**config.mk**
```make
export PLATFORM = sky130hd
export DESIGN_NAME = dp_sram
export DESIGN_NICKNAME = d
export VERILOG_FILES = /design/src/hw/dp_sram.sv
export SDC_FILE = /design/constraint.sdc
export NUM_CORES = 1
export LEC_CHECK = 0
export BUFFER_PORTS_ARGS = -buffer_cell sky130_fd_sc_hd__buf_2
export CORE_AREA = 2 2 130 132
export CTS_CLUSTER_DIAMETER = 200
export DETAILED_ROUTE_END_ITERATION = 8
export DIE_AREA = 0 0 132 134
export SLEW_MARGIN = 15
export SYNTH_ARGS = -nofsm -noshare
export SYNTH_HDL_FRONTEND = slang
export SYNTH_SLANG_ARGS = --single-unit
```
**constraint.sdc**
```tcl
create_clock -name clk_a -period 1.75 [get_ports clk_a]
set_input_delay 0.175 -clock clk_a [delete_from_list [all_inputs] [get_ports clk_a]]
set_output_delay 0.175 -clock clk_a [all_outputs]
set_load 0.02 [all_outputs]
```
**src/hw/dp_sram.sv**
```systemverilog
// ---------------------------------------------------------------------
// dp_sram
// generic simple dual-port ram, one write port and one read port
// write request and read address are registered on entry, read data
// is registered again on the way out, two cycles from request to data
// ---------------------------------------------------------------------

module dp_sram #(
	parameter type payload_t = logic [7:0],	// one ram entry
	parameter int  ADDR_W    = 4			// depth is 2**ADDR_W
) (
	input  logic              clk_a,
	input  logic              reset,

	// write port
	input  logic              wr_en,
	input  logic [ADDR_W-1:0] wr_addr,
	input  payload_t          wr_data,

	// read port
	input  logic              rd_en,
	input  logic [ADDR_W-1:0] rd_addr,
	output payload_t          rd_data
);

	payload_t mem [2**ADDR_W];		// inferred array, no reset

	logic              wr_en_q;		// registered write request
	logic [ADDR_W-1:0] wr_addr_q;
	payload_t          wr_data_q;
	logic              rd_en_q;		// registered read request
	logic [ADDR_W-1:0] rd_addr_q;

	// input stage, enables cleared by reset
	always_ff @(posedge clk_a) begin
		if (reset) begin
			wr_en_q <= 1'b0;
			rd_en_q <= 1'b0;
		end else begin
			wr_en_q <= wr_en;
			rd_en_q <= rd_en;
		end
	end

	always_ff @(posedge clk_a) begin
		wr_addr_q <= wr_addr;
		wr_data_q <= wr_data;
		rd_addr_q <= rd_addr;
	end

	// array write lands one cycle after the request
	always_ff @(posedge clk_a) begin
		if (wr_en_q)
			mem[wr_addr_q] <= wr_data_q;
	end

	// output register holds its value between reads
	always_ff @(posedge clk_a) begin
		if (rd_en_q)
			rd_data <= mem[rd_addr_q];	// old data on same-address write
	end

endmodule

```
* After elaboration in Yosys (flattened, before gate mapping) *
Memory sizes are Yosys's and may differ from the RTL's. A register that Yosys moved wholly into a read port is not among the register bits.
Cells that the tools add are included.

storage, ports and cells
  bits in writable memories = 128
  output and inout port bits = 8
  bits in registers = 18
  memories kept = 1
  word-level logic and storage cells = 8
  input bits = 20

memory list
  memory  depth  bits a word  read ports  clocked after Yosys merged registers in  wr ports  RTL line  source
  mem     16     8            1           1                                        1         26        payload_t mem [2**ADDR_W];

operators by class
  mux-type cells = 2

operators by type and width
  cell               count
  1-bit two-way mux  2

* Depth between registers and ports, before layout *
  word-level depth = 2
  depth in mapped cells = 5
  mapped depth without buffers = 3

* Least setup slack after synthesis *
No wires, ideal clock.

  path type = flip-flop to flip-flop
  start point = register wr_en_q
  end point = memory mem[0][0] (netlist name) (enable)
  path slack = -66 ps
  stages on the path, launching flop included = 3
  library setup time = 383 ps
  path buffers = 0
  clock period less this slack = 1,816 ps
  required time = 1,367 ps
  arrival = 1,433 ps
  cell sequence = dfxtp_1 -> or3b_2 -> nor3_1

between the ends
  longest elaborated chain between the ends = 2

RTL lines
  element                                  RTL line  source
  from (decl)                              28        logic wr_en_q;
  from (signal assigned)                   40        wr_en_q <= wr_en;
  1-bit two-way mux                        53        if (wr_en_q)
  1-bit two-way mux (implied by the code)  54        mem[wr_addr_q] <= wr_data_q;
  to (decl)                                26

Every way passes these cells.

==> reports/metrics.yaml <==
run_status:
  status: "finished, final reports clean"
synth:
  synth-edff-count: 136
  yosysWarningCount: 0
  yosysTopAreaCellShare: 0.729
  ys_top_cells_by_count: "136 x edfxtp_1, 18 x dfxtp_1, 18 x mux4_2"
  ys.flop_type: "edfxtp_1"
  ys_seq_elements: 154
  synth-seq-area-share: 0.794
  syn_avg_cell_area_um2: 22.5
  synthTopCellsByArea: "edfxtp_1 73%, mux4_2 7.2%, mux4_1 6.6%"
  synth_cell_type_count: 19
  yosysTopAreaCell: "edfxtp_1"
  synth_nets: 269
  async_flop_share: 0
  synth_area_mm2: 0.00560
  synth_most_common_cell: "edfxtp_1"
  postSynthCellCount: 249
timing:
  max_freq_mhz: 584
  fin_ws_ps: 36.7
  fin_tns_setup_ps: 0
  min_period_over_period: 0.979
  relSlewSlack: 0.575
  finClkSkew_ps: 10.7
  tightest_slew_ps: 637
  setup_violations: 0
  maxSlewViolCount: 0
  holdWs_ps: 16.9
  min_period_ps: 1710
  rsz0062_at_grt: "no"
  hold_viol: 0
setup_path:
  worstPathArrival_ps: 1880
  worstPathRequired_ps: 1920
  crit_buf_inv: 1
  critical_path.max_stage_delay_ps: 640
  crit_fanout: 10
  critPathTopFamily: "multiplexers"
  crit_type: "flip-flop to flip-flop"
  critPathLaunchType: "flip-flop"
  crit_slowest_cell: "mux4_1"
  path_cells: "buf_12, mux4_1, a22oi_2, nand2_1"
  worst_setup_path_end_kind: "flip-flop"
cts:
  clock-sinks: 154
  cts_tree: "done"
  ctsLongestPathBuffers: 2
  cts_root_buffer: "clkbuf_16"
  insertion_delay_ps: 420
  clk_pin_slew_ps: 60
  htreeDepth: 4
  cts_buffers: 17
final_layout:
  diodes: 0
  drive_above_1_share: 0.317
  synthToLayoutAreaGrowth_pct: 24.0
  design_area_mm2: 0.00695
  nNetsFinal: 348
  instances_no_fill: 561
placed_design:
  dp_slack_ps: -72.7
  io_buffers: 27
  gp_congestion: 0.714
  placed_area_mm2: 0.00614
  dp_hpwl_um: 6850
  place_inst: 509
drt:
  firstDrtPassIters: 4
  ant_nets: 0
  drc_errors: 0
  wl_met2_um: 5160
  drt_iter0_markers: 278
  drt-vias-per-instance: 4.74
  wirelength_um: 11100
  routed-via-count: 2659
  drt-met1-wl_um: 4950
  wl_met3_um: 825
  highest_layer: "met4"
  drt-wirelength-per-cell_um: 19.7
power_and_ir_drop:
  p_clk_frac: 0.433
  power.density_mw_per_mm2: 1130
  netSwitchingPower_mw: 1.55
  irDropWorstVdd_v: 0.000709
  p_seq_frac: 0.526
  p_sw_frac: 0.196
  p_leak_nw: 2.35
  p_comb_frac: 0.041
  p_int_mw: 6.32
run:
  maxCapViolations: 0
die:
  die_w_um: 132
  die_area_mm2: 0.0177
  pin_count: 28
  coreArea_mm2: 0.0163
  row_count: 47
  start_util: 0.344
  die_h_um: 134
global_routing:
  grt_max_degree: 33
  grt.overflow.total: 0
  grt_antenna_before_repair: 0
  grt_pass1_vias: 2685
  grt_pass1_wl_um: 16600
  grtUsageTotal: 0.133
worst_hold_path:
  holdCritPathClass: "input pin to flip-flop"
==> sequential cells by signal, indices dropped and copies added (netlist names) <==
register   count
mem          128
rd_addr_q      4
rd_data        8
rd_en_q        1
wr_addr_q      4
wr_data_q      8
wr_en_q        1
==> kinds of logic after synthesis <==
| kind of cell | share of synthesized area |
|---|---|
| compound gates | 0.0214 |
| buf+inv | 0.0154 |
| flops | 0.794 |
| mux | 0.138 |
| simple gates | 0.0315 |
==> worst reg2reg max path: stages, from the launching register on <==
cell and delay, ps:
dfxtp_4 390, buf_12 150, mux4_1 640, a22oi_2 220, nand2_1 70
==> routing by layer <==
layer | vias to the layer above | global-route usage
li1 | 1198 | -
met1 | 1366 | 0.184
met2 | 87 | 0.203
met3 | 8 | 0.0401
met4 | 0 | 0.0453
met5 | - | 0
==> power by group through the flow <==
stage	registers, mW	logic [mW]	clock network [mW]
floorplan	4.19	0.170	0
global placement	4.21	0.271	0
detailed placement	4.22	0.274	0
CTS	4.14	0.321	3.46
global route	4.15	0.346	3.60
finish	4.14	0.320	3.41
==> stage by stage <==
step                      power (mW)  utilization
after floorplan                 4.36            -
after global placement          4.49        0.377
after detailed placement        4.49        0.377
after CTS                       7.93        0.426
after global routing            8.10        0.426
final                           7.87        0.426
==> final cells by class <==
class                           instances  area, µm²
Clock inverter                         10        106
Tap cell                              220        275
Timing Repair Buffer                   70        561
Multi-Input combinational cell         85       1110
Fill cell                            1425       9340
Clock buffer                           22        444
Sequential cell                       154       4450
==> cell usage in the layout (no fill, tap or decap), types with 4 or more instances in the layout <==
master / n
a22oi_2: 8
dfxtp_1: 17
edfxtp_1: 136
nor2_1: 13
nand2_1: 9
mux4_1: 13
buf_4: 20
dlygate4sd3_1: 18
clkbuf_16: 17
clkinv_2: 4
a22oi_1: 8
clkbuf_1: 5
buf_12: 4
buf_2: 27
mux4_2: 19
==> path summary, 6_finish.rpt <==
kind                        startpoint                   end  slack (ps)  cells after the start
hold reg to reg     rd_en_q$_SDFF_PP0_  rd_data[5]$_DFFE_PP_         680                      0
hold / removal                   reset    wr_en_q$_SDFF_PP0_          20                      2
setup / recovery  rd_addr_q[0]$_DFF_P_  rd_data[0]$_DFFE_PP_          40                      4
setup reg to reg  rd_addr_q[0]$_DFF_P_  rd_data[0]$_DFFE_PP_          40                      4
==> timing repair <==
action / 4_1_cts / 5_1_grt
setup buffers: 2 / 0
gates resized for setup: 7 / 5
hold buffers: 18 / 0
endpoints found under the setup margin: 5 / 8
endpoints found under the hold margin: 18 / 0
No activity file was read; power rests on OpenSTA's default activity.
