## src/hw/pkt_buf_pkg.sv

```systemverilog
// ---------------------------------------------------------------------
// packet buffer package
// widths, depths, the packet word and the descriptor ring entry
// ---------------------------------------------------------------------

package pkt_buf_pkg;

	// data path
	localparam int DATA_W  = 32;		// bits per packet word
	localparam int DATA_AW = 8;			// data ram address bits
	localparam int DESC_AW = 4;			// descriptor ring address bits

	// packet length, 1 .. MAX_PKT_WORDS
	localparam int LEN_W         = 7;
	localparam int MAX_PKT_WORDS = 64;	// also the space a new packet must find

	localparam int DATA_DEPTH = 1 << DATA_AW;	// 256 words
	localparam int DESC_DEPTH = 1 << DESC_AW;	// 16 packets

	// highest used-word count at which a packet is still admitted
	localparam int USED_MAX = DATA_DEPTH - MAX_PKT_WORDS;

	// one packet word, data ram payload
	typedef logic [DATA_W-1:0] word_t;

	// descriptor ring entry, written at a packet's last word
	typedef struct packed {
		logic [DATA_AW-1:0] start;		// address of the first word
		logic [LEN_W-1:0]   len;		// number of words
	} pkt_desc_t;

endpackage
```

## src/hw/pkt_writer.sv

```systemverilog
// ---------------------------------------------------------------------
// pkt_writer
// places incoming words at a wrapping write pointer, decides at the
// first word whether the whole packet is kept, and at the last word
// writes its descriptor or signals the drop
// ---------------------------------------------------------------------

module pkt_writer (
	input  logic                            clk_a,
	input  logic                            reset,
	input  logic                            in_en,
	input  pkt_buf_pkg::word_t              in_data,
	input  logic                            in_last,
	input  logic                            admit,		// sampled at first word only
	output logic                            drop,
	output logic                            wr_en,		// data ram write port
	output logic [pkt_buf_pkg::DATA_AW-1:0] wr_addr,
	output pkt_buf_pkg::word_t              wr_data,
	output logic                            desc_wr_en,	// descriptor ring write port
	output logic [pkt_buf_pkg::DESC_AW-1:0] desc_wr_addr,
	output pkt_buf_pkg::pkt_desc_t          desc_wr_data,
	output logic                            commit,
	output logic [pkt_buf_pkg::LEN_W-1:0]   commit_len
);

	logic                            first_q;		// next word opens a packet
	logic                            take_q;		// admit latched at first word
	logic                            take;			// current packet is kept
	logic [pkt_buf_pkg::DATA_AW-1:0] wr_ptr;
	logic [pkt_buf_pkg::DATA_AW-1:0] pkt_start_q;
	logic [pkt_buf_pkg::LEN_W-1:0]   len_q;			// words seen before this one
	logic [pkt_buf_pkg::LEN_W-1:0]   pkt_len;
	logic [pkt_buf_pkg::DESC_AW-1:0] desc_ptr;

	assign take    = first_q ? admit : take_q;
	assign pkt_len = len_q + 1'b1;

	// data ram write, only for admitted packets
	assign wr_en   = in_en && take;
	assign wr_addr = wr_ptr;
	assign wr_data = in_data;

	// descriptor goes out in the in_last cycle
	assign desc_wr_en   = in_en && in_last && take;
	assign desc_wr_addr = desc_ptr;
	always_comb begin
		desc_wr_data.start = first_q ? wr_ptr : pkt_start_q;	// 1-word packet
		desc_wr_data.len   = pkt_len;
	end

	assign drop = in_en && in_last && !take;

	always_ff @(posedge clk_a) begin
		if (reset) begin
			first_q  <= 1'b1;
			take_q   <= 1'b0;
			wr_ptr   <= '0;
			len_q    <= '0;
			desc_ptr <= '0;
			commit   <= 1'b0;
		end else begin
			commit <= desc_wr_en;			// one cycle after in_last
			if (in_en) begin
				first_q <= in_last;
				if (first_q)
					take_q <= admit;
				if (take)
					wr_ptr <= wr_ptr + 1'b1;	// wraps at 256
				// a dropped packet never moves wr_ptr, so the next one
				// starts where this one would have
				len_q <= in_last ? '0 : pkt_len;
			end
			if (desc_wr_en)
				desc_ptr <= desc_ptr + 1'b1;
		end
	end

	always_ff @(posedge clk_a) begin
		if (in_en && first_q)
			pkt_start_q <= wr_ptr;
		if (desc_wr_en)
			commit_len <= pkt_len;
	end

endmodule

```

## config.mk

```make
export PLATFORM = sky130hd
export DESIGN_NAME = pkt_writer
export DESIGN_NICKNAME = d
export VERILOG_FILES = /design/src/hw/pkt_buf_pkg.sv /design/src/hw/pkt_writer.sv
export SDC_FILE = /design/constraint.sdc
export NUM_CORES = 1
export LEC_CHECK = 0
export BUFFER_PORTS_ARGS = -buffer_cell sky130_fd_sc_hd__buf_2
export CORE_MARGIN = 4
export CORE_UTILIZATION = 44
export CTS_CLUSTER_DIAMETER = 120
export DETAILED_ROUTE_END_ITERATION = 8
export PLACE_DENSITY = 0.8
export SLEW_MARGIN = 20
export SYNTH_ARGS = -nofsm -noshare
export SYNTH_HDL_FRONTEND = slang
export SYNTH_SLANG_ARGS = --single-unit
```

## constraint.sdc

```tcl
create_clock -name clk_a -period 1.93 [get_ports clk_a]
set_input_delay 0.386 -clock clk_a [delete_from_list [all_inputs] [get_ports clk_a]]
set_output_delay 0.386 -clock clk_a [all_outputs]
set_load 0.02 [all_outputs]
```

; After elaboration in Yosys (flattened, before gate mapping)
; Index checks and enable logic that the tools add are counted.
[classes]
add_sub_neg = 3
n_mux = 3
reduce_logical = 7
[ops]
columns = operator, count
row1 = adder 8 x 1 -> 8 bit (second input constant), 1
row2 = 2-to-1 mux 8 bit, 1
row3 = adder 7 x 1 -> 7 bit (second input constant), 1
row4 = 2-to-1 mux 7 bit, 1
row5 = logical AND 1 bit, 5
row6 = adder 4 x 1 -> 4 bit (second input constant), 1
row7 = AND reduction 2 bit, 1
row8 = zero test 1 bit, 1
row9 = 2-to-1 mux 1 bit, 1
[word_totals]
reg_bits = 37
inputBits = 37
output_inout_bits = 70
wordCells = 21

; Logic depth before layout (Yosys ltp)
[logic_depth]
depth_word = 3
ltp_mapped = 5
mapped_depth_nobuf = 4

; Least setup slack after synthesis
; Ideal clock, no wire load.
[synth_timing]
path_kind = input port to output port
startpoint = input admit
endpoint = output desc_wr_en
arrival_ps = 1265
required_ps = 1544
setup_slack_ps = 279
path_stages = 3
path_buffers = 1
path_cell_list = mux2i_1 buf_2 nor2_1
[synth_between]
elab_chain_cells = 2
[synth_lines]
columns = element, line
row1 = start: declaration, pkt_writer.sv:14  ; input logic admit,
row2 = 2-to-1 mux 1 bit, -
row3 = logical AND 1 bit, pkt_writer.sv:44  ; assign desc_wr_en = in_en && in_last && take;
row4 = end: declaration, pkt_writer.sv:19  ; output logic desc_wr_en,
; No other way between the ends.

==> metrics.md <==
| Metric | Value |
|---|---|
| Die X | 73.0 µm |
| Largest family of logic cells by synthesized area | buffers and inverters |
| Arr. time, crit path | 1420 ps |
| Synth top area share | 0.242 |
| Most used DFF post-synth | dfxtp_1 |
| Yosys top cell by area | edfxtp_1 |
| Worst vdd ir | around 0.00024 V |
| Adder-cell area share of the yosys netlist | 0.0202 |
| Clock insertion delay at the later pin of the skew report | 280 ps |
| Row count | 23 |
| GP Congestion | 0.756 |
| H-tree depth | 2 |
| Required @ worst endpoint | ~1500 ps |
| CTS Hold Buffers Added | 0 |
| I/O Buffers | 42 |
| DR vias/cell | around 5.4 |
| Min-delay worst type | in -> reg |
| CP Max Fanout | 4 |
| Net Count, Synth | 223 |
| Final Skew | approximately 4.1 ps |
| Initial DRC Count | 77 |
| Worst Tran Pin Value | slightly above 400 ps |
| Max Transition Viols Final | 0 |
| Detailed-router iteration count before antenna repair | 4 |
| Register bit total from synthesis | 37 |
| Nets | 235 |
| Post-Synthesis Cells | between 150 and 200 |
| Layout cells sized above 1 | 0.352 |
| Deepest clock path buffer count | 2 |
| WS Path Type | reg -> out |
| I/O pin cnt | 107 |
| Ys async rst share | 0 |
| Via count of the routed design | 1,332 |
| Grt ovf | 0 |
| Final setup fails | 0 |
| Worst slew margin | 0.732 |
| Post-route ant nets | 0 |
| Outcome | completed |
| Routed WL | 3.64 mm |
| Pre-CTS setup slack | 238 ps |
| Area of the core | 4060 µm² |
| Vias in the first global route | 1,273 |
| Final worst path period share | 0.936 |
| DR DRC count | 0 |
| RSZ-0062 raised after global routing | false |
| Clock slew at reported path FFs | 70 ps |
| Max-cap violation count | 0 |
| Tot GR Track Use | 0.142 |
| Yosys warns | 0 |
| EDFF count, synth | 15 |
| Postcts setup bufs | 0 |
| Library cells used by synthesis | 31 |
| TritonCTS clock tree | done |
| Static leakage | ~0.82 nW |
| Post-synthesis compound-gate area fraction | 0.106 |
| Clock tree root buffer cell | clkbuf_8 |
| Worst Setup Start Kind | flop |
| Mapped Avg Cell Area | 10.2 µm² |
| First-pass GRT wire length | 5.87 mm |
| Mux contribution to synthesized area | 0.0713 |
| Register area share after synthesis | 0.479 |
| Die area | 5330 µm² |
| Final hold vios | 0 |
| Die Y-Extent | 73.0 µm |
| Ranking of synthesized cells by area | edfxtp_1 (24%), dfxtp_1 (24%), buf_4 (13%) |
| Simple-gate share of the synthesized area | 0.143 |
| Sum of negative setup slack | 0 ps |
| ANT cells | 0 |
| R2r setup slk | 420 ps |
| Routed len/inst | between 10 and 15 µm |
| CTS sink count | 37 |
| Crit end category | primary output |
| Post-Synth XOR/XNOR Area | 0.0236 |
| Initial antenna violation count | 0 |
| Initial Util | 0.458 |
| PD cells | 744 nW/µm² |
| Dpl hpwl | 2.50 mm |
| Fmax | approximately 550 MHz |
| P&R area growth vs syn | 7.54% |
| Synth Cell Area | 1860 µm² |
| Final min period | between 1500 and 2000 ps |
| Largest net degree at the start of global routing | 23 |
| Final worst slack | 123 ps |
| Number of buffers created by CTS | 5 |
[area by class of cell]
| class | instances | area, µm² |
|---|---|---|
| multi-input cells | 102 | 707 |
| flip-flops and latches | 37 | 897 |
| fillers | 380 | 2060 |
| clock buffers | 6 | 72.6 |
| well taps | 50 | 62.6 |
| repair buffers | 45 | 235 |
| inverters | 4 | 15.0 |
| clock inverters | 2 | 10.0 |
[synthesized netlist by cell type, types with 2 or more instances]
library cell  number
buf_4             33
inv_1              4
nand2_1           10
edfxtp_1          15
buf_2              2
nand3b_1           2
mux2_2            10
mux2i_1            2
clkbuf_1           4
nor2b_1            2
nand4_1            5
nand3_1            4
a31oi_1            2
nor2_1             8
a32o_1             2
o31ai_1            5
o21ai_0            9
xnor2_1            2
xor2_1             3
ha_1               3
or3_1              5
a21oi_1           15
dfxtp_1           22
or4_1              7
[sequential cells by signal (all words and copies together), names as in the netlist]
| name | count |
|---|---|
| pkt_start_q | 8 |
| wr_addr | 8 |
| commit_len | 7 |
| len_q | 7 |
| desc_wr_addr | 4 |
| commit | 1 |
| first_q | 1 |
| take_q | 1 |
[stage by stage]
stage / cell area, µm² / util / hold WS [ps] / power (mW) / std cells
finish: 2000 / 0.493 / 454 / 1.49 / 246
CTS: 1980 / 0.488 / 451 / 1.51 / 246
global placement: 1880 / 0.463 / 480 / 0.997 / 238
global route: 2000 / 0.493 / 471 / 1.55 / 246
detailed placement: 1880 / 0.463 / 488 / 1.00 / 238
floorplan: 1860 / - / 472 / 1.05 / 183
[power by group]
| group | switching [mW] | internal [mW] | total (mW) |
|---|---|---|---|
| clock network | 0.255 | 0.250 | 0.505 |
| logic | 0.0905 | 0.0477 | 0.138 |
| registers | 0.0131 | 0.832 | 0.845 |
[cells by family (layout without fill, tap and decap cells)]
family / after synthesis / in the layout
simple gates: 48 / 48
buf+inv: 44 / 57
flops: 37 / 37
compound gates: 34 / 34
mux: 12 / 12
xor+xnor: 5 / 5
fa+ha+maj: 3 / 3
[placed cells by master (no fill, tap or decap), types with 2 or more instances in the layout]
cell type  count
nor2b_1        2
ha_1           2
a32o_1         2
nand2_1       10
a31oi_1        2
mux2i_1        2
a21oi_1       15
dfxtp_2        2
nand4_1        5
buf_4          4
mux2_2        10
xor2_1         3
o31ai_1        5
nand3_1        4
buf_2         41
clkbuf_8       5
or4_1          7
nor2_1         7
or3_1          5
nand3b_1       2
edfxtp_1      15
dfxtp_1       19
inv_1          4
clkinv_2       2
o21ai_0        9
[path summary, 6_finish.rpt]
path | start | end | cells past startpoint
worst max-delay path | len_q[3] | desc_wr_data[5] | 4
worst min-delay path | in_last | desc_wr_addr[1] | 3
worst max register to register | first_q | desc_wr_addr[3] | 4
worst min register to register | desc_wr_addr[3] | desc_wr_addr[3] | 2
[repair_timing]
item                       CTS  global route
gates resized for setup      5             5
pin swaps                    1             1
hold endpoints to repair     0             0
setup endpoints to repair    1             2
[layer usage]
layer	part of all wire	vias to the layer above	global-route usage
met5	0	-	0
met4	0.030	0	0.0758
met3	0.064	16	0.0344
met2	0.48	56	0.221
met1	0.42	611	0.180
li1	-	649	-
[worst max-delay path, cell delays in order, from the launching register on]
cell	delay, ps
dfxtp_1	470
nand2_1	130
nor2_1	140
xor2_1	200
buf_2	200
Note: power is estimated with default switching activity, not from simulation.
