==> config.mk <==
export PLATFORM = sky130hd
export DESIGN_NAME = pkt_space_ctrl
export DESIGN_NICKNAME = d
export VERILOG_FILES = /design/src/hw/pkt_buf_pkg.sv /design/src/hw/pkt_space_ctrl.sv
export SDC_FILE = /design/constraint.sdc
export NUM_CORES = 1
export LEC_CHECK = 0
export BUFFER_PORTS_ARGS = -buffer_cell sky130_fd_sc_hd__buf_2
export CELL_PAD_IN_SITES_DETAIL_PLACEMENT = 1
export CELL_PAD_IN_SITES_GLOBAL_PLACEMENT = 2
export CORE_MARGIN = 2
export CORE_UTILIZATION = 34
export CTS_CLUSTER_SIZE = 12
export DETAILED_ROUTE_END_ITERATION = 8
export GPL_TIMING_DRIVEN = 1
export HOLD_SLACK_MARGIN = 0.15
export PLACE_DENSITY_LB_ADDON = 0.05
export SYNTH_ARGS = -nofsm -noshare
export SYNTH_HDL_FRONTEND = slang
export SYNTH_SLANG_ARGS = --single-unit
==> constraint.sdc <==
create_clock -name clk_a -period 6.4 [get_ports clk_a]
set_input_delay 1.28 -clock clk_a [delete_from_list [all_inputs] [get_ports clk_a]]
set_output_delay 1.28 -clock clk_a [all_outputs]
set_load 0.05 [all_outputs]
==> src/hw/pkt_buf_pkg.sv <==
// ---------------------------------------------------------------------
// packet buffer package
// widths, depths, the packet word and the descriptor ring entry
// ---------------------------------------------------------------------

package pkt_buf_pkg;

	// data path
	localparam int DATA_W  = 32;		// bits per packet word
	localparam int DATA_AW = 8;			// data ram address bits
	localparam int DESC_AW = 4;			// descriptor ring address bits

	// packet length, 1 .. MAX_PKT_WORDS
	localparam int LEN_W         = 7;
	localparam int MAX_PKT_WORDS = 64;	// also the space a new packet must find

	localparam int DATA_DEPTH = 1 << DATA_AW;	// 256 words
	localparam int DESC_DEPTH = 1 << DESC_AW;	// 16 packets

	// highest used-word count at which a packet is still admitted
	localparam int USED_MAX = DATA_DEPTH - MAX_PKT_WORDS;

	// one packet word, data ram payload
	typedef logic [DATA_W-1:0] word_t;

	// descriptor ring entry, written at a packet's last word
	typedef struct packed {
		logic [DATA_AW-1:0] start;		// address of the first word
		logic [LEN_W-1:0]   len;		// number of words
	} pkt_desc_t;

endpackage
==> src/hw/pkt_space_ctrl.sv <==
// ---------------------------------------------------------------------
// pkt_space_ctrl
// keeps the used data words and the stored descriptors, and gives the
// admission level for the writer and the availability level for the
// consumer
// ---------------------------------------------------------------------

module pkt_space_ctrl (
	input  logic                          clk_a,
	input  logic                          reset,
	input  logic                          commit,		// packet stored by writer
	input  logic [pkt_buf_pkg::LEN_W-1:0] commit_len,
	input  logic                          release_pkt,	// packet freed by reader
	input  logic [pkt_buf_pkg::LEN_W-1:0] release_len,
	output logic                          admit,
	output logic                          pkt_avail
);

	logic [pkt_buf_pkg::DATA_AW:0] used_words;	// 0 .. 256
	logic [pkt_buf_pkg::DATA_AW:0] used_nxt;
	logic [pkt_buf_pkg::DESC_AW:0] desc_cnt;	// 0 .. 16
	logic [pkt_buf_pkg::DESC_AW:0] desc_nxt;

	// next counts, commit and release may share a cycle
	always_comb begin
		used_nxt = used_words;
		desc_nxt = desc_cnt;
		if (commit) begin
			used_nxt = used_nxt + (pkt_buf_pkg::DATA_AW + 1)'(commit_len);
			desc_nxt = desc_nxt + 1'b1;
		end
		if (release_pkt) begin
			used_nxt = used_nxt - (pkt_buf_pkg::DATA_AW + 1)'(release_len);
			desc_nxt = desc_nxt - 1'b1;
		end
	end

	always_ff @(posedge clk_a) begin
		if (reset) begin
			used_words <= '0;	// free count starts at 256
			desc_cnt   <= '0;
		end else begin
			used_words <= used_nxt;
			desc_cnt   <= desc_nxt;
		end
	end

	// measured on the next counts, so a packet committing this cycle
	// is already charged when the following packet starts right behind it
	assign admit = (used_nxt <= (pkt_buf_pkg::DATA_AW + 1)'(pkt_buf_pkg::USED_MAX)) &&
		(desc_nxt < (pkt_buf_pkg::DESC_AW + 1)'(pkt_buf_pkg::DESC_DEPTH));

	assign pkt_avail = (desc_cnt != '0);	// two cycles after in_last

endmodule

* Yosys cells after proc, flatten, opt, wreduce, memory -nomap -nowiden
Index checks and enable logic that the tools add are counted.
** Cells by class
- $add $sub $neg :: 4
- Order comparisons :: 2
- Muxes and demuxes :: 4
- Reductions and logical operators :: 2
** Operators with widths (number)
- two-way mux 9 bit :: 2
- two-way mux 5 bit :: 2
- adder 9 x 7 -> 9 bit :: 1
- <= comparator 9 x 8 -> 1 bit (second input constant) :: 1
- subtractor 9 x 7 -> 9 bit :: 1
- adder 5 x 1 -> 5 bit (second input constant) :: 1
- < comparator 5 bit (second input constant) :: 1
- nonzero test 5 bit :: 1
- subtractor 5 x 1 -> 5 bit (second input constant) :: 1
- logical AND 1 bit :: 1
** Word-level totals
- Register bits :: 14
- Word-level logic and storage cells :: 14

* Longest topological paths before layout
- Depth after elaboration :: 6
- Depth in mapped cells :: 15
- Gate-level depth less buffers :: 15

* Worst setup path after synthesis
No wires, ideal clock.
- Path type :: input to output
- Start :: in commit_len[0] (netlist bit)
- End :: out admit
- Data arrival time :: 4.388 ns
- Required time :: 5.120 ns
- Slack :: 0.732 ns
- Stages on the path :: 14
- Path buffers :: 0
- Cell sequence :: ha_1 -> fa_1 -> a211oi_2 -> nor2_1 -> xor2_1 -> mux2_2 -> ha_1 -> o21ai_1 -> o21a_1 -> nor2_2 -> nor2_1 -> o31a_2 -> o311ai_2 -> o311a_1
** Between the ends
- Cells in the longest elaborated chain, start to end :: 6
** Ends and longest elaborated chain
- start: declaration :: RTL line pkt_space_ctrl.sv:12 : input logic [pkt_buf_pkg::LEN_W-1:0] commit_len,
- adder 9 x 7 -> 9 bit * :: RTL line pkt_space_ctrl.sv:29 : used_nxt = used_nxt + (pkt_buf_pkg::DATA_AW + 1)'(commit_len);
- two-way mux 9 bit * :: RTL line pkt_space_ctrl.sv:28 : if (commit) begin
- subtractor 9 x 7 -> 9 bit :: RTL line pkt_space_ctrl.sv:33 : used_nxt = used_nxt - (pkt_buf_pkg::DATA_AW + 1)'(release_len);
- two-way mux 9 bit * :: RTL line pkt_space_ctrl.sv:32 : if (release_pkt) begin
- <= comparator 9 x 8 -> 1 bit * :: RTL line pkt_space_ctrl.sv:50 : assign admit = (used_nxt <= (pkt_buf_pkg::DATA_AW + 1)'(pkt_buf_pkg::USED_MAX)) &&
- logical AND 1 bit * :: RTL line pkt_space_ctrl.sv:50
- end: declaration :: RTL line pkt_space_ctrl.sv:15 : output logic admit,
Every way passes the cells marked *; elsewhere a longest branch is shown, timed or not.

* Final worst setup path
Same ends and word-level chain as after synthesis.

==> impl_metrics.env <==
export IMPL_status="completed"
export IMPL_whs_ns=0.648
export IMPL_total_power_w=0.000624
export IMPL_io_pins=20
export IMPL_grt_pass1_vias=1525
export IMPL_vias=1424
export IMPL_dieWidth_um=71.4
export IMPL_p_sw_w=0.000293
export IMPL_drive_above_1_share=0.208
export IMPL_pwr_share_comb=0.669
export IMPL_post_cts_resized=0
export IMPL_finalCriticalPeriod_ns=5.98
export IMPL_cts_sinks=14
export IMPL_ys_ff_latch=14
export IMPL_critPathMaxFanout=5
export IMPL_numCtsBuffers=3
export IMPL_place_congestion=0.819
export IMPL_relSlewSlack=0.755
export IMPL_crit_arrival_ns=4.70
export IMPL_nets=246
export IMPL_fin_ws_ns=0.418
export IMPL_slew_violations=0
export IMPL_grt_usage=0.171
export IMPL_grt_ovfl_total=0
export IMPL_hpwl_mm=3.26
export IMPL_initial_utilization=0.355
export IMPL_finalClockSkew_ns=0.00927
export IMPL_avgSynthCellArea_um2=8.13
export IMPL_place_ws_ns=0.427
export IMPL_clockPowerShare=0.119
export IMPL_tns_ns=0
export IMPL_power_density_nw_per_um2=363
export IMPL_drc_errors=0
export IMPL_worst_skew_pair_late_latency_ns=0.25
export IMPL_die_h_um=71.4
export IMPL_hp_class="flop to flop"
export IMPL_finalSetupViolCount=0
export IMPL_r2r_start="used_words[0]"
export IMPL_viasPerCell=5.50
export IMPL_io_buffer_count=19
export IMPL_start_kind="input port"
export IMPL_finalHoldViolCount=0
export IMPL_drtPass1Iterations=4
export IMPL_worst_pin_slew_ns=0.365
export IMPL_grt_pass1_wl_mm=6.93
export IMPL_syn_area_um2=1550
export IMPL_grt_max_degree=21
export IMPL_n_antenna_cell=0
export IMPL_cts_root_buffer="clkbuf_8"
export IMPL_regToRegSetupSlack_ns=3.06
export IMPL_rsz0062_at_grt="false"
export IMPL_totalWireLength_mm=4.00
export IMPL_cp_required_ns=5.12
export IMPL_ys_async_sr_fraction=0
export IMPL_max_freq_mhz=167
export IMPL_cts_tree="built"
export IMPL_ant_nets=0
export IMPL_antenna_found_initial=0
export IMPL_timing_final_crit_share=0.935
export IMPL_p_int_w=0.000332
export IMPL_crit_type="input port to output pin"
export IMPL_power_leakage_nw=0.748
export IMPL_cts_buffer_depth=2
export IMPL_areaGrowthSynthToFinish_pct=11.3
export IMPL_peakVddDrop_uv=123
export IMPL_cts_hold_buf=0
export IMPL_synth_edf_count=0
export IMPL_wl_per_cell_um=15.4
export IMPL_hp_start="used_words[0]"
export IMPL_synth_cell_types=51
export IMPL_first_iter_violations=47
export IMPL_synth_ff_type="dfxtp_1"
export IMPL_crit_start="commit_len[0]"
export IMPL_syn_inst=190
export IMPL_cts_setup_buffers=0
export IMPL_worst_setup_path_end_kind="output pin"
export IMPL_cts_clk_slew_worst_paths_ns=0.05
export IMPL_pwr_share_seq=0.212
export IMPL_core_um2=4350
export IMPL_ys_seq_area_frac=0.181
export IMPL_num_rows=24
export IMPL_syn_nets=227
export IMPL_max_cap_violations=0
export IMPL_dieArea_um2=5100
export IMPL_p_sw_frac=0.469
export IMPL_fin_util=0.395
export IMPL_htreeDepth=1
export IMPL_ys_warnings_count=0
==> worst max-delay path, stage by stage <==
cell and delay (ns):
buf_2 0.10, ha_1 0.22, fa_1 0.43, a211oi_2 0.25, nor2_1 0.09, xor2_1 0.16, mux2_2 0.30, ha_1 0.31
o21ai_1 0.11, o21a_1 0.19, nor2_2 0.25, nor2_1 0.12, o31a_2 0.31, o311ai_2 0.09, o311a_1 0.22, buf_2 0.26
==> flip-flops by register name, summed over array words and instances, names as in the netlist <==
signal      flops
used_words      9
desc_cnt        5
==> power groups by stage <==
stage	clock network [W]	registers [W]	logic, W
2_1_floorplan	0	0.000127	0.000339
3_3_place_gp	0	0.000133	0.000409
3_5_place_dp	0	0.000134	0.000420
4_1_cts	0.0000781	0.000132	0.000423
5_1_grt	0.0000825	0.000135	0.000470
6_report	0.0000745	0.000132	0.000418
==> cells in the mapped netlist, types with 2 or more instances <==
| library cell | instances | share of area |
|---|---|---|
| dfxtp_1 | 14 | 0.18 |
| and2_1 | 2 | 0.0081 |
| inv_1 | 11 | 0.027 |
| a21oi_1 | 15 | 0.049 |
| xnor2_1 | 10 | 0.057 |
| or2_1 | 2 | 0.0081 |
| xor2_1 | 7 | 0.040 |
| o31a_1 | 2 | 0.011 |
| nor3_1 | 5 | 0.016 |
| a211oi_2 | 2 | 0.016 |
| buf_2 | 4 | 0.013 |
| o21ai_0 | 4 | 0.013 |
| o21a_1 | 2 | 0.0097 |
| nand4_1 | 5 | 0.020 |
| mux2i_1 | 2 | 0.013 |
| ha_1 | 17 | 0.14 |
| fa_1 | 2 | 0.026 |
| mux2_2 | 4 | 0.029 |
| o311a_1 | 2 | 0.013 |
| nor2_1 | 26 | 0.063 |
| a211oi_1 | 3 | 0.015 |
| nor4_1 | 2 | 0.0081 |
| nor2b_1 | 2 | 0.0081 |
| nand2_1 | 11 | 0.027 |
| o21ai_1 | 4 | 0.013 |
| nor2_2 | 2 | 0.0081 |
| a21o_1 | 3 | 0.015 |
| nand2b_1 | 2 | 0.0081 |
==> worst paths after layout <==
path / end / cells past startpoint
setup / recovery: admit / 16
hold / removal: used_words[0] / 2
setup reg to reg: used_words[8] / 14
hold reg to reg: used_words[0] / 2
==> stage by stage <==
step	cells	instance area, um^2
3_3_place_gp	256	1680
6_report	259	1720
4_1_cts	259	1720
3_5_place_dp	256	1680
5_1_grt	259	1720
2_1_floorplan	190	1550
==> routing by layer <==
layer,vias up,global-route usage,share of wire
li1,721,-,-
met1,683,0.210,0.47
met2,16,0.309,0.50
met3,4,0.0352,0.031
met4,0,0.0335,0.0073
met5,-,0,0
==> layout by cell type (no fill, tap or decap), types with 3 or more instances in the layout <==
master	count
a211oi_1	3
a21o_1	3
a21oi_1	15
buf_2	19
clkbuf_8	3
dfxtp_1	14
ha_1	17
inv_1	11
mux2_2	4
nand2_1	11
nand4_1	5
nor2_1	26
nor3_1	5
o21ai_0	4
o21ai_1	4
xnor2_1	10
xor2_1	7
==> cell families after synthesis <==
group                      synth area share
AOI/OAI and AO/OA                     0.240
xor gates and xnor gates             0.0964
adders and majority gates             0.164
buffers and inverters                0.0518
DFF                                   0.181
muxes                                0.0421
and+or+nand+nor                       0.224
==> area by class of cell <==
| class | count | area, um^2 |
|---|---|---|
| clock buffer | 3 | 41.3 |
| fill | 540 | 2640 |
| inverter | 12 | 45.0 |
| multi-input combinational | 158 | 1180 |
| sequential | 14 | 280 |
| tap | 52 | 65.1 |
| timing repair buffer | 20 | 103 |
(Power assumes the default switching activity.)
