`config.mk`:
```
export PLATFORM = sky130hd
export DESIGN_NAME = pkt_reader
export DESIGN_NICKNAME = d
export VERILOG_FILES = /design/src/hw/pkt_buf_pkg.sv /design/src/hw/pkt_reader.sv
export SDC_FILE = /design/constraint.sdc
export NUM_CORES = 1
export LEC_CHECK = 0
export ABC_AREA = 1
export BUFFER_PORTS_ARGS = -buffer_cell sky130_fd_sc_hd__buf_2
export CAP_MARGIN = 20
export CORE_ASPECT_RATIO = 0.9
export CORE_MARGIN = 4
export CORE_UTILIZATION = 45
export DETAILED_ROUTE_END_ITERATION = 8
export PLACE_DENSITY = 0.8
export SLEW_MARGIN = 20
export SYNTH_ARGS = -nofsm -noshare
export SYNTH_HDL_FRONTEND = slang
export SYNTH_SLANG_ARGS = --single-unit
```
`constraint.sdc`:
```
create_clock -name clk_a -period 1.85 [get_ports clk_a]
set_input_delay 0 -clock clk_a [delete_from_list [all_inputs] [get_ports clk_a]]
set_output_delay 0 -clock clk_a [all_outputs]
set_load 0.01 [all_outputs]
```
`src/hw/pkt_buf_pkg.sv`:
```
// ---------------------------------------------------------------------
// packet buffer package
// widths, depths, the packet word and the descriptor ring entry
// ---------------------------------------------------------------------

package pkt_buf_pkg;

	// data path
	localparam int DATA_W  = 32;		// bits per packet word
	localparam int DATA_AW = 8;			// data ram address bits
	localparam int DESC_AW = 4;			// descriptor ring address bits

	// packet length, 1 .. MAX_PKT_WORDS
	localparam int LEN_W         = 7;
	localparam int MAX_PKT_WORDS = 64;	// also the space a new packet must find

	localparam int DATA_DEPTH = 1 << DATA_AW;	// 256 words
	localparam int DESC_DEPTH = 1 << DESC_AW;	// 16 packets

	// highest used-word count at which a packet is still admitted
	localparam int USED_MAX = DATA_DEPTH - MAX_PKT_WORDS;

	// one packet word, data ram payload
	typedef logic [DATA_W-1:0] word_t;

	// descriptor ring entry, written at a packet's last word
	typedef struct packed {
		logic [DATA_AW-1:0] start;		// address of the first word
		logic [LEN_W-1:0]   len;		// number of words
	} pkt_desc_t;

endpackage
```
`src/hw/pkt_reader.sv`:
```
// ---------------------------------------------------------------------
// pkt_reader
// on a start request fetches the oldest descriptor, then reads its
// words back to back and frees the packet with its last word
// ---------------------------------------------------------------------

module pkt_reader (
	input  logic                            clk_a,
	input  logic                            reset,
	input  logic                            out_start,
	input  logic                            pkt_avail,
	output logic                            desc_rd_en,	// descriptor ring read port
	output logic [pkt_buf_pkg::DESC_AW-1:0] desc_rd_addr,
	input  pkt_buf_pkg::pkt_desc_t          desc_rd_data,
	output logic                            rd_en,		// data ram read port
	output logic [pkt_buf_pkg::DATA_AW-1:0] rd_addr,
	input  pkt_buf_pkg::word_t              rd_data,
	output logic                            out_valid,
	output pkt_buf_pkg::word_t              out_data,
	output logic                            out_last,
	output logic                            busy,
	output logic                            release_pkt,
	output logic [pkt_buf_pkg::LEN_W-1:0]   release_len
);

	typedef enum logic [1:0] {
		S_IDLE,
		S_FETCH,		// waiting on the descriptor read
		S_STREAM		// word reads in flight
	} state_t;

	state_t                          state;
	logic                            fetch_wait;	// first fetch cycle
	logic [pkt_buf_pkg::DESC_AW-1:0] desc_ptr;		// oldest stored descriptor
	logic [pkt_buf_pkg::DATA_AW-1:0] rd_ptr;
	logic [pkt_buf_pkg::LEN_W-1:0]   remain;		// word reads still to issue
	logic [1:0]                      valid_sr;		// matches ram latency
	logic [1:0]                      last_sr;
	logic                            accept;
	logic                            first_issue;	// descriptor data present
	logic                            issue_last;

	assign accept      = (state == S_IDLE) && out_start && pkt_avail;
	assign first_issue = (state == S_FETCH) && !fetch_wait;

	assign desc_rd_en   = accept;
	assign desc_rd_addr = desc_ptr;

	always_comb begin
		rd_en   = first_issue || ((state == S_STREAM) && (remain != '0));
		rd_addr = first_issue ? desc_rd_data.start : rd_ptr;
		issue_last = first_issue ? (desc_rd_data.len == pkt_buf_pkg::LEN_W'(1)) :
			(remain == pkt_buf_pkg::LEN_W'(1));
	end

	always_ff @(posedge clk_a) begin
		if (reset) begin
			state      <= S_IDLE;
			fetch_wait <= 1'b0;
			desc_ptr   <= '0;
			remain     <= '0;
			valid_sr   <= '0;
			last_sr    <= '0;
		end else begin
			valid_sr <= {valid_sr[0], rd_en};
			last_sr  <= {last_sr[0], rd_en && issue_last};
			case (state)
				S_IDLE: if (accept) begin
					state      <= S_FETCH;
					fetch_wait <= 1'b1;
					desc_ptr   <= desc_ptr + 1'b1;
				end
				S_FETCH: begin
					if (fetch_wait)
						fetch_wait <= 1'b0;
					else begin
						state  <= S_STREAM;
						remain <= desc_rd_data.len - 1'b1;	// word 0 goes out now
					end
				end
				S_STREAM: begin
					if (rd_en)
						remain <= remain - 1'b1;
					if (out_last)
						state <= S_IDLE;	// busy drops next cycle
				end
				default: state <= S_IDLE;
			endcase
		end
	end

	always_ff @(posedge clk_a) begin
		if (rd_en)
			rd_ptr <= rd_addr + 1'b1;
		if (first_issue)
			release_len <= desc_rd_data.len;
	end

	assign out_valid   = valid_sr[1];
	assign out_last    = last_sr[1];
	assign out_data    = rd_data;
	assign busy        = (state != S_IDLE);
	assign release_pkt = out_last;	// space freed behind the last read

endmodule

```
* Yosys cells after proc, flatten, opt, wreduce, memory -nomap -nowiden
Index checks and enable logic that the tools add are counted.
W data, S select, Z words.
** Storage, ports and cells
- Word-level logic and storage cells :: 47
- Bits in latches :: 0
- Bits in writable memories :: 0
- Bits of input ports :: 51
- Register bits after elaboration :: 33
- Output and inout port bits :: 57
- Memories :: 0
- Memory bits (read-only) :: 0
** Operators by class
- Magnitude comparators :: 0
- Bitwise operators :: 0
- Shift operators :: 0
- Multiplexer cells :: 11
- $mul :: 0
- Equal/unequal tests :: 8
- Reduce and logical (&&, ||, !) cells :: 16
- Divide/modulo/power cells :: 0
- Add/subtract/negate cells :: 4
** Operators by type and width (count)
- $eq A7 B1 Y1 const B :: 2
- $mux W7 :: 2
- $pmux W7 S2 :: 1
- $sub A7 B1 Y7 const B :: 2
- $add A8 B1 Y8 const B :: 1
- $mux W8 :: 1
- $ne A2 B2 Y1 const B :: 4
- $reduce_bool A7 Y1 :: 1
- $mux W2 :: 3
- $pmux W2 S3 :: 1
- $reduce_and A3 Y1 :: 2
- $reduce_bool A2 Y1 :: 3
- $logic_and A1 B1 Y1 :: 5
- $add A4 B1 Y4 const B :: 1
- $reduce_and A2 Y1 :: 2
- $eq A2 B1 Y1 const B :: 1
- $eq A2 B2 Y1 const B :: 1
- $logic_not A2 Y1 :: 1
- $mux W1 :: 2
- $pmux W1 S2 :: 1
- $logic_not A1 Y1 :: 1
- $logic_or A1 B1 Y1 :: 1

* Logic depth before layout (Yosys ltp)
- Depth in word-level cells :: 5
- Gate-level depth with buffers :: 10
- Mapped depth without buffers :: 10

* Worst setup path after synthesis
OpenSTA, ideal clock, no wires.
- Path type :: register to register
- Start :: register state[0]
- End :: register rd_ptr[6] (netlist name), data pin
- Arrival time :: 1.479 ns
- Setup time :: 0.253 ns
- Path slack :: 0.118 ns
- Period minus slack after synthesis :: 1.732 ns
- Stages on the path, launching flop included :: 9
- Cell sequence :: dfxtp_1 -> nand2_1 -> nor2_4 -> nand2_1 -> nand2_1 -> ha_1 -> nand3_1 -> nand2_1 -> nand2_1
** Between the ends
- Word-level cells in the longest chain between the ends :: 4
** RTL lines
- start: declaration :: RTL line pkt_reader.sv:32 : state_t state;
- start signal: assignment :: RTL line pkt_reader.sv:58 : state <= S_IDLE;
- start signal: assignment :: RTL line pkt_reader.sv:69 : state <= S_FETCH;
- start signal: assignment :: RTL line pkt_reader.sv:77 : state <= S_STREAM;
- $eq A2 B1 Y1 :: RTL line pkt_reader.sv:44 : assign first_issue = (state == S_FETCH) && !fetch_wait;
- $logic_and A1 B1 Y1 :: RTL line pkt_reader.sv:44
- $mux W8 :: RTL line pkt_reader.sv:51 : rd_addr = first_issue ? desc_rd_data.start : rd_ptr;
- via rd_addr (one bit) :: RTL line pkt_reader.sv:16 : output logic [pkt_buf_pkg::DATA_AW-1:0] rd_addr,
- $add A8 B1 Y8 :: RTL line pkt_reader.sv:94 : rd_ptr <= rd_addr + 1'b1;
- end signal: assignment :: RTL line pkt_reader.sv:94
- end: declaration :: RTL line pkt_reader.sv:35 : logic [pkt_buf_pkg::DATA_AW-1:0] rd_ptr;
The timed path passes the listed nets, and every way through them passes these cells.
A chain may end at the register's enable or synchronous reset.

* Final worst setup path
- Start :: register remain[1] (netlist name)
- End :: output rd_en
** Between the ends
- Word-level cells in the longest chain between the ends :: 3
** RTL lines
- start: declaration :: RTL line pkt_reader.sv:36 : logic [pkt_buf_pkg::LEN_W-1:0] remain;
- start signal: assignment :: RTL line pkt_reader.sv:78 : remain <= desc_rd_data.len - 1'b1;
- start signal: assignment :: RTL line pkt_reader.sv:83 : remain <= remain - 1'b1;
- $reduce_bool A7 Y1 :: RTL line pkt_reader.sv:50 : rd_en = first_issue || ((state == S_STREAM) && (remain != '0));
- $logic_and A1 B1 Y1 :: RTL line pkt_reader.sv:50
- $logic_or A1 B1 Y1 :: RTL line pkt_reader.sv:50
- end: declaration :: RTL line pkt_reader.sv:15 : output logic rd_en,
No other way between the ends.

==> run summary <==
The run finished with clean final reports. For the initial standard-cell utilization of the core, the log shows 48.2%. The global-route usage over all layers was 16.5%; the worst-case reg-to-reg path depth was 8.

The total number of nets in the final design is 358. The overall power is 1.86 mW. The placed instances occupy a cell area of 2090 µm².

The later pin in the worst-skew pair is clocked with a latency of 0.29 ns. The worst-margin pin slew is 0.372 ns, and the detailed-route wire length per cell is 12.1 µm. The die is 78.8 µm wide.

In this run the most critical hold path is launched from rd_data[14]. Setup violations remaining at the end of the flow were counted as 0. The maximum ir drop on the vdd rail is 0.458 mV.

The total vias in the final route was 1747. The startpoint identified for the worst register-to-register timing path is fetch_wait. Of the synthesized area, sequential elements account for 39.9%.

Type of the worst min-delay path: in2out. The count of port buffers added during placement came out at 43. After synthesis, the cell types taking the most area are edfxtp_1, dfxtp_1, nand2_1, buf_4, nand3_1.

The core region is 4210 µm². Number of top-level pins: 108. Once detailed placement completed, the half-perimeter wirelength came to 3180 µm. The number of clock buffers added by TritonCTS is 5. Data on the critical path is required at its endpoint by 1.85 ns. The tools report the remaining antenna violation count as 0.

The run gives 4 as the number of optimization iterations in the first detailed-route pass. CTS saw 33 sinks. Cells with a size suffix above 1 make up 22.5% of the layout.

The logs give 2030 µm² for the summed instance area of the synthesized netlist and 1661 for the number of global-route vias before repair. Once placement completed, the tool counted placed cells totaling 346. Cell taking the most area after synthesis: edfxtp_1. Via density per instance: 4.83. Clock-pin slew was measured on the worst setup and hold paths at 0.07 ns. The average cell area after synthesis was 7.39 µm². By count the netlist is led by nand2_1, buf_4, inv_1, nor2_1, nand3_1. The die is 71.8 µm tall. The tools report the critical path launch point type as a flop.

Non-filler instance count after layout: 362. The H-tree depth was 2. For the initial antenna violation count, the log shows 0. Entering global routing, the biggest net connects 17 pins.

The analysis attributes to cell leakage a power of 1.13 nW. For hold timing, the worst endpoint is out_data[14]. The logs give 0.172 ns for the final setup slack of the worst path and 0.596 GHz for the maximum operating frequency. CTS placed an instance of clkbuf_8 at the clock tree root. The area share of the leading cell type in the synthesized netlist was 22.2%. The worst setup path is of the reg2out kind. Maximum fanout along the worst path: 5.

The floorplan has 22 rows. The warning count from the yosys run was 0. TritonCTS built the clock tree. Clock skew on the completed layout was measured at 0.00646 ns. The worst register-to-register path ends at rd_ptr[6].

The number of nets in the synthesized netlist is 332. Wires add up to 4380 µm. The worst hold path was traced through 0 stages.

By instance count, the leading cell after synthesis is nand2_1. In the routed design, unresolved DRC markers number 0. The critical path endpoint category is an output pin.

The logs give 89 for the first-iteration detailed-routing DRC count and 7290 µm for the wire length of the first global-routing pass. The tools report the number of buffers on the longest clock path as 2. The die covers 5660 µm². The share of the clock period used by the worst path after layout was 90.7%; the critical path arrival was 1.68 ns. Synthesis-to-layout area growth: 12.6%.

Synthesis instantiated 27 different standard cells from the library. The tool flagged a number of max-cap violations equal to 0. For the finished layout, the period the worst path requires is 1.68 ns. The final weighted congestion in routability-driven placement was 0.928; the synthesized flop and latch total was 33. Top flip-flop cell by instance count after synthesis: dfxtp_1.

The total power divided by cell area was 815 nW/µm²; the total inserted antenna cells was 0. With fillers left out, the area of the finished cells amounts to 2290 µm². The tools report the final number of max-transition violations as 0.

The worst pin sits at a relative slew slack of 75.1%. Setup repair after global routing left no endpoint under its margin. Fill cells in the final layout number 389.

The run gives 0 as the total count of hold-check failures in the final report. For the final routed database, the setup TNS stands at 0 ns. In this run the worst setup path begins at remain[1].

In this run, synthesis inferred 15 flip-flops with an integrated enable. Before CTS, the worst setup slack after placement is 0.122 ns. After global routing the overflow that remains totals 0.

After synthesis, the share of flip-flops with an asynchronous set or reset is 0%. The synthesized instance count is 275. The worst reg-to-reg setup slack is 0.19 ns.
## flip-flops by register name, indices dropped and copies added, names as in the netlist
register	flops
desc_rd_addr	4
fetch_wait	1
last_sr	2
rd_ptr	8
release_len	7
remain	7
state	2
valid_sr	2
## final cells by class
cell class                 instances  area (µm²)  area share [%]
timing repair buffer              55         325            14.2
multi-input combinational        171         836            36.5
clock buffer                       6        93.8            4.10
sequential                        33         812            35.5
tap                               60        75.1            3.28
inverter                          35         131            5.74
clock inverter                     2        15.0           0.656
## critical path, cell delays in order (launching register included)
cell,delay (ns)
dfxtp_1,0.32
inv_1,0.13
ha_1,0.25
nand2_1,0.13
o21ai_2,0.18
nand2_1,0.08
buf_4,0.16
buf_2,0.14
## per-layer routing
metal	wire [µm]	vias to the layer above	GRT usage, %
met4	99	0	7.82
met2	2120	51	28.6
met3	261	13	4.27
met5	0	-	0
li1	-	900	-
met1	1890	783	19.0
## what timing repair did
action,CTS,global route
endpoints found under the setup margin,0,3
resized for setup,0,2
hold buffers,8,0
buffers inserted,0,0
hold endpoints to repair,12,0
## kinds of logic after synthesis
logic type	Yosys count	share of synthesized area, %
compound gates	28	7.27
flops	33	39.9
buf+inv	71	19.3
simple gates	133	28.0
xor+xnor	3	1.29
mux	1	0.493
fa+ha+maj	6	3.69
## cell usage in the layout (no fill, tap or decap), types with 3 or more instances in the layout
cell type	netlist	final
nand2_1	70	70
o21ai_0	15	15
nand4_1	4	4
buf_4	33	4
dfxtp_1	18	17
nor2_1	27	27
a21oi_1	7	7
edfxtp_1	15	15
buf_2	2	43
xor2_1	3	3
nand3_1	23	23
inv_1	30	30
nor2_2	3	3
ha_1	6	6
clkbuf_8	0	5
inv_2	5	5
dlygate4sd3_1	0	8
o21ai_1	3	3
## how the worst max path moves through the flow
stage	endpoint	slack, ns	depth (start not counted)
final	rd_en	0.17	7
after global routing	rd_ptr[6]	0.02	8
after CTS	rd_ptr[2]	0.1	5
after detailed placement	rd_ptr[2]	0.12	5
after global placement	rd_ptr[6]	0.23	8
after floorplan	rd_ptr[6]	0.12	8
## metrics by stage
step | hold slack [ns] | utilization [%]
floorplan | 0.0691 | -
global placement | 0.0000686 | 49.6
detailed placement | 0.0000686 | 49.6
CTS | 0.0000686 | 54.1
global route | 0.0000150 | 54.3
finish | 0.00000390 | 54.3
## power breakdown
part / leakage, nW / switching (mW) / internal, mW
registers: 0.284 / 0.0275 / 0.813
logic: 0.785 / 0.242 / 0.150
clock network: 0.0569 / 0.282 / 0.349
Power figures use the tool's default switching activity.
